--- config.mk ---
export PLATFORM = sky130hd
export DESIGN_NAME = conv_pe_top
export DESIGN_NICKNAME = d
export VERILOG_FILES = /design/src/logic/conv_cfg_pkg.sv /design/src/logic/conv_types_pkg.sv /design/src/logic/tap_if.sv /design/src/logic/conv_pe_top.sv /design/src/logic/psum_reducer.sv /design/src/logic/mac_lane.sv /design/src/logic/tap_sequencer.sv
export SDC_FILE = /design/constraint.sdc
export NUM_CORES = 2
export LEC_CHECK = 0
export BUFFER_PORTS_ARGS = -buffer_cell sky130_fd_sc_hd__buf_2
export CORE_MARGIN = 3
export CORE_UTILIZATION = 30
export CTS_CLUSTER_SIZE = 28
export DETAILED_ROUTE_END_ITERATION = 12
export GPL_TIMING_DRIVEN = 0
export HOLD_SLACK_MARGIN = 0.05
export PLACE_DENSITY_LB_ADDON = 0.2
export SYNTH_ARGS = -nofsm -noshare
export SYNTH_HDL_FRONTEND = slang
export SYNTH_SLANG_ARGS = --single-unit
export TNS_END_PERCENT = 20
--- constraint.sdc ---
create_clock -name clk -period 6.4 [get_ports clk]
set_clock_uncertainty 0.05 [all_clocks]
set_input_delay 0.96 -clock clk [delete_from_list [all_inputs] [get_ports clk]]
set_output_delay 0.96 -clock clk [all_outputs]
set_load 0.01 [all_outputs]
--- src/logic/conv_cfg_pkg.sv ---
package conv_cfg_pkg;

    //////////////////////////////
    // array geometry
    localparam int LANES = 8;       // input channels
    localparam int DATA_W = 8;
    localparam int TAPS = 9;        // 3x3 kernel
    localparam int TAP_ADDR_W = 4;

    //////////////////////////////
    // datapath widths
    localparam int PROD_W = 17;     // unsigned act x signed weight
    localparam int ACC_W = 24;

    // last kernel position, in counter width
    localparam logic [TAP_ADDR_W-1:0] LAST_TAP = TAP_ADDR_W'(TAPS - 1);

    //////////////////////////////
    // pipeline latencies
    localparam int TREE_STAGES = 3;
    localparam int LANE_LAT = 2;    // beat to registered product
    // lane + tree + accumulate
    localparam int RESULT_LAT = LANE_LAT + TREE_STAGES + 1;

endpackage
--- src/logic/conv_types_pkg.sv ---
package conv_types_pkg;

    //////////////////////////////
    // scalar data
    typedef logic [conv_cfg_pkg::DATA_W-1:0] act_t;
    typedef logic signed [conv_cfg_pkg::DATA_W-1:0] wght_t;
    typedef logic signed [conv_cfg_pkg::PROD_W-1:0] prod_t;
    typedef logic signed [conv_cfg_pkg::ACC_W-1:0] acc_t;

    //////////////////////////////
    // one element per lane, lane 0 in the low bits
    typedef act_t [conv_cfg_pkg::LANES-1:0] act_vec_t;
    typedef wght_t [conv_cfg_pkg::LANES-1:0] wght_vec_t;
    typedef prod_t [conv_cfg_pkg::LANES-1:0] prod_vec_t;

    // sequencer FSM
    typedef enum logic [1:0] {
        ST_IDLE    = 2'd0,
        ST_W_LOAD  = 2'd1,  // filling weight memories
        ST_COMPUTE = 2'd2
    } seq_state_e;

endpackage

--- src/logic/tap_if.sv ---
`timescale 1ns/100ps

// per-beat strobes and data broadcast to every lane
interface tap_if;

    logic                                wr_en;     // store weight at tap_addr
    logic                                rd_en;     // activation beat
    logic [conv_cfg_pkg::TAP_ADDR_W-1:0] tap_addr;
    logic                                last;      // final tap of window
    conv_types_pkg::wght_vec_t           wght;
    conv_types_pkg::act_vec_t            act;

    modport seq (
        output wr_en,
        output rd_en,
        output tap_addr,
        output last,
        output wght,
        output act
    );

    modport lane (
        input wr_en,
        input rd_en,
        input tap_addr,
        input last,
        input wght,
        input act
    );

endinterface

--- src/logic/conv_pe_top.sv ---
`timescale 1ns/100ps

module conv_pe_top (
    input  logic                      clk,
    input  logic                      rst,
    input  logic                      wght_valid_i,
    input  conv_types_pkg::wght_vec_t wght_i,
    output logic                      wght_ready_o,
    input  logic                      act_valid_i,
    input  conv_types_pkg::act_vec_t  act_i,
    output logic                      act_ready_o,
    output conv_types_pkg::acc_t      result_o,
    output logic                      result_valid_o
);

    conv_types_pkg::prod_vec_t        prod_vec;
    logic [conv_cfg_pkg::LANES-1:0]   lane_valid;
    logic [conv_cfg_pkg::LANES-1:0]   lane_last;

    tap_if u_tap_if ();

    tap_sequencer u_tap_sequencer (
        .clk          (clk),
        .rst          (rst),
        .wght_valid_i (wght_valid_i),
        .wght_i       (wght_i),
        .wght_ready_o (wght_ready_o),
        .act_valid_i  (act_valid_i),
        .act_i        (act_i),
        .act_ready_o  (act_ready_o),
        .tap          (u_tap_if.seq)
    );

    //////////////////////////////
    // channel lanes
    for (genvar g = 0; g < conv_cfg_pkg::LANES; g++) begin : g_lane
        mac_lane #(
            .lane_idx (g)
        ) u_mac_lane (
            .clk          (clk),
            .tap          (u_tap_if.lane),
            .prod_o       (prod_vec[g]),
            .prod_valid_o (lane_valid[g]),
            .prod_last_o  (lane_last[g])
        );
    end

    // lanes run in lockstep, lane 0 speaks for all
    psum_reducer u_psum_reducer (
        .clk            (clk),
        .rst            (rst),
        .prod_i         (prod_vec),
        .prod_valid_i   (lane_valid[0]),
        .prod_last_i    (lane_last[0]),
        .result_o       (result_o),
        .result_valid_o (result_valid_o)
    );

endmodule

--- src/logic/psum_reducer.sv ---
`timescale 1ns/100ps

module psum_reducer (
    input  logic                      clk,
    input  logic                      rst,
    input  conv_types_pkg::prod_vec_t prod_i,
    input  logic                      prod_valid_i,
    input  logic                      prod_last_i,
    output conv_types_pkg::acc_t      result_o,
    output logic                      result_valid_o
);

    conv_types_pkg::acc_t lvl1_q [conv_cfg_pkg::LANES/2];
    conv_types_pkg::acc_t lvl2_q [conv_cfg_pkg::LANES/4];
    conv_types_pkg::acc_t lvl3_q;
    conv_types_pkg::acc_t acc_q;
    conv_types_pkg::acc_t acc_sum;

    logic [conv_cfg_pkg::TREE_STAGES-1:0] vld_q;
    logic [conv_cfg_pkg::TREE_STAGES-1:0] last_q;
    logic                                 acc_fresh_q;  // next beat opens a window
    logic                                 tree_vld;
    logic                                 tree_last;

    //////////////////////////////
    // adder tree

    always_ff @(posedge clk) begin
        for (int i = 0; i < conv_cfg_pkg::LANES / 2; i++) begin
            lvl1_q[i] <= conv_types_pkg::acc_t'(prod_i[2*i])
                       + conv_types_pkg::acc_t'(prod_i[2*i+1]);
        end
        for (int i = 0; i < conv_cfg_pkg::LANES / 4; i++) begin
            lvl2_q[i] <= lvl1_q[2*i] + lvl1_q[2*i+1];
        end
        lvl3_q <= lvl2_q[0] + lvl2_q[1];
    end

    // valid and last ride alongside the tree
    always_ff @(posedge clk) begin
        if (rst) begin
            vld_q <= '0;
            last_q <= '0;
        end else begin
            vld_q <= {vld_q[conv_cfg_pkg::TREE_STAGES-2:0], prod_valid_i};
            last_q <= {last_q[conv_cfg_pkg::TREE_STAGES-2:0], prod_last_i};
        end
    end

    assign tree_vld = vld_q[conv_cfg_pkg::TREE_STAGES-1];
    assign tree_last = last_q[conv_cfg_pkg::TREE_STAGES-1];

    //////////////////////////////
    // window accumulate and ReLU

    assign acc_sum = (acc_fresh_q ? '0 : acc_q) + lvl3_q;

    always_ff @(posedge clk) begin
        if (rst) begin
            acc_fresh_q <= 1'b1;
            result_valid_o <= 1'b0;
        end else begin
            result_valid_o <= tree_vld && tree_last;
            if (tree_vld) begin
                acc_fresh_q <= tree_last;
            end
        end
    end

    always_ff @(posedge clk) begin
        if (tree_vld) begin
            acc_q <= acc_sum;
        end
        if (tree_vld && tree_last) begin
            result_o <= acc_sum[conv_cfg_pkg::ACC_W-1] ? '0 : acc_sum;  // clamp negatives
        end
    end

endmodule

--- src/logic/mac_lane.sv ---
`timescale 1ns/100ps

module mac_lane #(
    parameter int lane_idx = 0
) (
    input  logic                  clk,
    tap_if.lane                   tap,
    output conv_types_pkg::prod_t prod_o,
    output logic                  prod_valid_o,
    output logic                  prod_last_o
);

    conv_types_pkg::wght_t wght_mem [conv_cfg_pkg::TAPS];

    conv_types_pkg::wght_t wght_q;
    conv_types_pkg::act_t  act_q;
    logic                  rd_q;
    logic                  last_q;

    // weight store, one entry per tap
    always_ff @(posedge clk) begin
        if (tap.wr_en) begin
            wght_mem[tap.tap_addr] <= tap.wght[lane_idx];
        end
    end

    // stage 1: sync read, act lines up with it
    always_ff @(posedge clk) begin
        if (tap.rd_en) begin
            wght_q <= wght_mem[tap.tap_addr];
            act_q <= tap.act[lane_idx];
        end
        rd_q <= tap.rd_en;
        last_q <= tap.last;
    end

    // stage 2: multiply, act zero-extended to stay positive
    always_ff @(posedge clk) begin
        if (rd_q) begin
            prod_o <= $signed({1'b0, act_q}) * wght_q;
        end
        prod_valid_o <= rd_q;
        prod_last_o <= last_q;
    end

endmodule

--- src/logic/tap_sequencer.sv ---
`timescale 1ns/100ps

module tap_sequencer (
    input  logic                      clk,
    input  logic                      rst,
    input  logic                      wght_valid_i,
    input  conv_types_pkg::wght_vec_t wght_i,
    output logic                      wght_ready_o,
    input  logic                      act_valid_i,
    input  conv_types_pkg::act_vec_t  act_i,
    output logic                      act_ready_o,
    tap_if.seq                        tap
);

    conv_types_pkg::seq_state_e state_q;
    conv_types_pkg::seq_state_e state_d;

    logic [conv_cfg_pkg::TAP_ADDR_W-1:0] tap_cnt_q;
    logic                                tap_wrap;
    logic                                wght_acc;
    logic                                act_acc;

    //////////////////////////////
    // handshake

    // compute phase takes weights only between windows
    assign wght_ready_o = (state_q != conv_types_pkg::ST_COMPUTE) || (tap_cnt_q == '0);
    assign wght_acc = wght_valid_i && wght_ready_o;

    assign act_ready_o = (state_q == conv_types_pkg::ST_COMPUTE) && !wght_acc;
    assign act_acc = act_valid_i && act_ready_o;

    assign tap_wrap = (tap_cnt_q == conv_cfg_pkg::LAST_TAP);

    //////////////////////////////
    // FSM

    always_comb begin
        state_d = state_q;
        case (state_q)
            conv_types_pkg::ST_IDLE: begin
                if (wght_acc) begin
                    state_d = conv_types_pkg::ST_W_LOAD;
                end
            end
            conv_types_pkg::ST_W_LOAD: begin
                if (wght_acc && tap_wrap) begin
                    state_d = conv_types_pkg::ST_COMPUTE;
                end
            end
            conv_types_pkg::ST_COMPUTE: begin
                if (wght_acc) begin
                    state_d = conv_types_pkg::ST_W_LOAD;    // reload at boundary
                end
            end
            default: state_d = conv_types_pkg::ST_IDLE;
        endcase
    end

    always_ff @(posedge clk) begin
        if (rst) begin
            state_q <= conv_types_pkg::ST_IDLE;
            tap_cnt_q <= '0;
        end else begin
            state_q <= state_d;
            // stalls just hold the count
            if (wght_acc || act_acc) begin
                tap_cnt_q <= tap_wrap ? '0 : tap_cnt_q + 1'b1;
            end
        end
    end

    //////////////////////////////
    // lane broadcast

    assign tap.wr_en = wght_acc;
    assign tap.rd_en = act_acc;
    assign tap.tap_addr = tap_cnt_q;
    assign tap.last = act_acc && tap_wrap;
    assign tap.wght = wght_i;
    assign tap.act = act_i;

endmodule

==> impl_summary.txt <==
----------------------------------------------------
[Routing]
  Remaining DRCs ... 0
  Routed Wire Length ... 141000 um
  Routed WL per cell ... 18.2 um
  Post-DR vias/cell ... 4.57
  1st-pass router iterations ... 5
  Detail Route Antenna Nets ... 0
  Number of violations reported at the end of detailed-routing iteration 0 ... 2327
  Total number of vias ... 35200

[CTS]
  Number of clock sinks ... 1049
  Bufs on Longest Clock Path ... 3
  Number of buffers created by CTS ... 118
  H-tree depth ... 3
  Number of cells upsized or downsized after cts ... 0
  Clock root buffer ... clkbuf_16
  CTS tree ... done
  Clock-pin slew on the worst setup and hold paths ... 70 ps
  Post-CTS setup buffer count ... 0
  Number of buffers inserted for hold repair after clock tree synthesis ... 0
  Latest clock arrival within the worst-skew pair ... 780 ps

[Power and ir drop]
  Design internal power ... 0.0119 W
  Post-route total power ... 0.0152 W
  Share of power burned in registers ... 0.492
  LEAKAGE ... 26.7 nW
  Cell area power density ... 222 nW/um2
  Part of the total power dissipated in the clock network ... 0.471
  Maximum VDD drop ... 0.247 mV
  Share of total power in combinational logic ... 0.037
  Switching share of total power ... 0.215
  Net switching power figure ... 0.00327 W

[Final layout]
  Non-Filler Instances ... 7703
  Most common library cell in the layout ignoring fill and taps ... edfxtp_1
  Leading cell types in the layout, fill and taps excluded ... 887 x edfxtp_1, 534 x inv_1, 498 x ha_1
  Final layout net count ... 5871
  Post-Route Utilization ... 0.347
  Relative area change from synthesis to final layout ... 14.5%
  Share of final-layout standard cells stronger than drive strength 1 ... 0.111
  Cell area after layout ... 68600 um2

[Worst setup path]
  Data arrival at the endpoint of the critical path ... 5600 ps
  Start-to-end type of the worst setup path ... flop to flop
  Largest fanout on the critical path ... 6
  Capture instance of the worst register-to-register path ... g_lane[6].u_mac_lane.prod_o[16]
  Critical register-to-register path startpoint ... g_lane[6].u_mac_lane.wght_q[7]
  Capturing element of the worst setup path ... g_lane[6].u_mac_lane.prod_o[16]
  Setup crit start kind ... flop
  Worst setup path startpoint ... g_lane[6].u_mac_lane.wght_q[7]
  Cell count of the worst reg-to-reg path ... 15
  Crit path required time ... 6750 ps
  Worst-case register-to-register setup slack ... 1160 ps
  Crit path capture type ... flop

[STA]
  Fin crit share ... 0.819
  Slew Limit Fails ... 0
  Final setup violating endpoints ... 0
  RSZ-0062 raised after global routing ... false
  Maximum frequency from static timing analysis ... 0.191 GHz
  Final Critical Period ... 5240 ps
  Tightest Pin Transition ... 1220 ps
  Relative slew slack ... 0.182
  Worst hold-check slack ... 325 ps
  Count of endpoints failing hold in the final timing report ... 0

[Placed design]
  Sum of net half-perimeters after detailed placement ... 104000 um
  Placed insts ... 7457
  Placed cell areas ... 64400 um2
  Routability-driven placement congestion ratio ... 0.799
  Quantity of I/O buffers inserted on ports ... 157

[Synth]
  Post-synthesis cell type with the largest combined area ... edfxtp_1
  Fraction of the mapped netlist area in compound gates ... 0.0661
  Biggest area contributors in the synthesized netlist ... edfxtp_1 44%, ha_1 10%, fa_1 10%
  Xor and xnor fraction of the mapped netlist area ... 0.0269
  Netlist Area Pre-Place ... 59900 um2
  Fraction of the mapped netlist area in adder cells ... 0.206
  Async SR Flop Fraction ... 0
  Synth Area per Inst ... 12.9 um2
  Nets in the synthesized netlist ... 5581
  Number of flops mapped to enable cells by yosys ... 887
  Syn. warnings ... 0
  Top-area cell type share of the netlist area ... 0.445
  Main combinational cell family by area after synthesis ... adder cells
  Number of storage elements in the synthesis netlist ... 1049
  Prevailing post-synth register cell ... edfxtp_1
  Post-synthesis cell count ... 4647
  Fraction of synthesized area in multiplexers ... 0.0609
  Sequential element share of the synthesized area ... 0.499
  Number of unique standard cell types used by synthesis ... 81
  Basic-gate share of the synthesized area counting and, or, nand and nor cells ... 0.102

[Run status]
  Result of the run ... finished clean

[Floorplanning]
  Standard-cell row count ... 163
  Core area ... 198000 um2
  I/O Pins ... 159
  Die W ... 453 um
  Effective utilization at floorplan ... 0.303
  Total Die Area ... 205000 um2
  Die H ... 453 um

[GRT]
  GRT overflow ... 0
  Number of antenna violations at the first check in global routing ... 35
  Largest net degree at the start of global routing ... 79
  GRT Total Usage ... 0.138
  Via count of the first global-routing pass ... 37000
  Global-route wire length before repair ... 219000 um

[Flow run]
  Max-cap viol count ... 0

[Min path]
  Tightest Hold Check Type ... input pin to flop

----------------------------------------------------
==> worst max-delay path: stages, from the launching register on <==
cell	delay (ps)
edfxtp_1	510
inv_1	210
fa_1	530
fa_1	530
inv_1	60
fa_1	520
inv_1	50
fa_1	470
inv_1	40
ha_1	310
o21ai_0	110
a21boi_0	150
o21ai_0	310
a21boi_0	200
and4_1	230
nor3_1	620
==> through the flow <==
step	setup WS [ps]	setup TNS [ps]
detailed placement	1240	0
finish	1160	0
CTS	1140	0
global placement	-3330	-570920
floorplan	502	0
global route	986	0
==> state kept, by name (all words and copies together) (netlist names) <==
register                        count
g_lane.u_mac_lane.act_q            64
g_lane.u_mac_lane.last_q            1
g_lane.u_mac_lane.prod_last_o       1
g_lane.u_mac_lane.prod_o          136
g_lane.u_mac_lane.prod_valid_o      1
g_lane.u_mac_lane.rd_q              1
g_lane.u_mac_lane.wght_mem        576
g_lane.u_mac_lane.wght_q           64
u_psum_reducer.acc_fresh_q          1
u_psum_reducer.acc_q               24
u_psum_reducer.last_q               3
u_psum_reducer.lvl1_q              72
u_psum_reducer.lvl2_q              48
u_psum_reducer.lvl3_q              24
u_psum_reducer.result_o            23
u_psum_reducer.result_valid_o       1
u_psum_reducer.vld_q                3
u_tap_sequencer.state_q             2
u_tap_sequencer.tap.tap_addr        4
==> logic make-up after synthesis <==
family | Yosys count
fa+ha+maj | 802
mux | 204
simple gates | 1176
xor+xnor | 183
other cells | 1
compound gates | 620
buf+inv | 612
flops | 1049
==> synthesized netlist by cell type (9+ instances only) <==
cell type,n
o2111ai_1,9
nand3_1,40
buf_2,20
and4_1,14
nor2b_1,88
nor4_1,23
fa_1,304
o211ai_1,12
o31a_1,10
edfxtp_1,887
a211oi_1,20
inv_1,535
mux4_2,128
or3_1,12
dfxtp_1,162
a21oi_1,170
ha_1,498
a21boi_0,13
and2_1,340
clkbuf_1,44
nor3_1,46
a21o_1,55
nor2_1,192
o31ai_1,10
mux2i_1,75
and3_1,18
nand2b_1,54
nand4_1,12
nand2_1,300
o21ai_0,162
nor4b_1,10
o21ai_1,10
o21a_1,36
xnor2_1,135
xor2_1,47
a31oi_1,17
o21bai_1,16
==> layer usage <==
| layer | track usage | part of all wire | routed length (um) | up-vias |
|---|---|---|---|---|
| met4 | 0.0383 | 0.024 | 3370 | 14 |
| met3 | 0.0238 | 0.039 | 5540 | 183 |
| li1 | - | - | - | 17100 |
| met2 | 0.236 | 0.49 | 68200 | 490 |
| met5 | 0 | 0.00064 | 90 | - |
| met1 | 0.180 | 0.45 | 63300 | 17400 |
==> worst min path at each step <==
stage	from	to	slack, ps	depth (start not counted)
after floorplan	g_lane[0].u_mac_lane.last_q	g_lane[0].u_mac_lane.prod_last_o	260	0
after CTS	act_i[12]	g_lane[1].u_mac_lane.act_q[4]	230	1
final	act_i[12]	g_lane[1].u_mac_lane.act_q[4]	320	1
after global routing	act_i[3]	g_lane[0].u_mac_lane.act_q[3]	280	1
after global placement	u_psum_reducer.vld_q[1]	u_psum_reducer.vld_q[2]	370	1
after detailed placement	u_psum_reducer.vld_q[1]	u_psum_reducer.vld_q[2]	380	1
==> layout make-up <==
cell class                 instances  area [um2]
sequential                      1049       29900
buffer                            77         344
inverter                         535        2010
fill                           19600      129000
tap                             2640        3300
clock buffer                     143        3160
antenna                           20        50.0
timing repair buffer             170        1130
multi-input combinational       2986       27700
clock inverter                    83        1020
==> power by group through the flow <==
stage / Clock [W] / Sequential, W / Combinational (W)
detailed placement: 0 / 0.00764 / 0.000584
CTS: 0.00739 / 0.00749 / 0.000584
global placement: 0 / 0.00765 / 0.000564
floorplan: 0 / 0.00764 / 0.000306
global route: 0.00767 / 0.00749 / 0.000614
finish: 0.00716 / 0.00749 / 0.000563
Power figures use the tool's default switching activity.
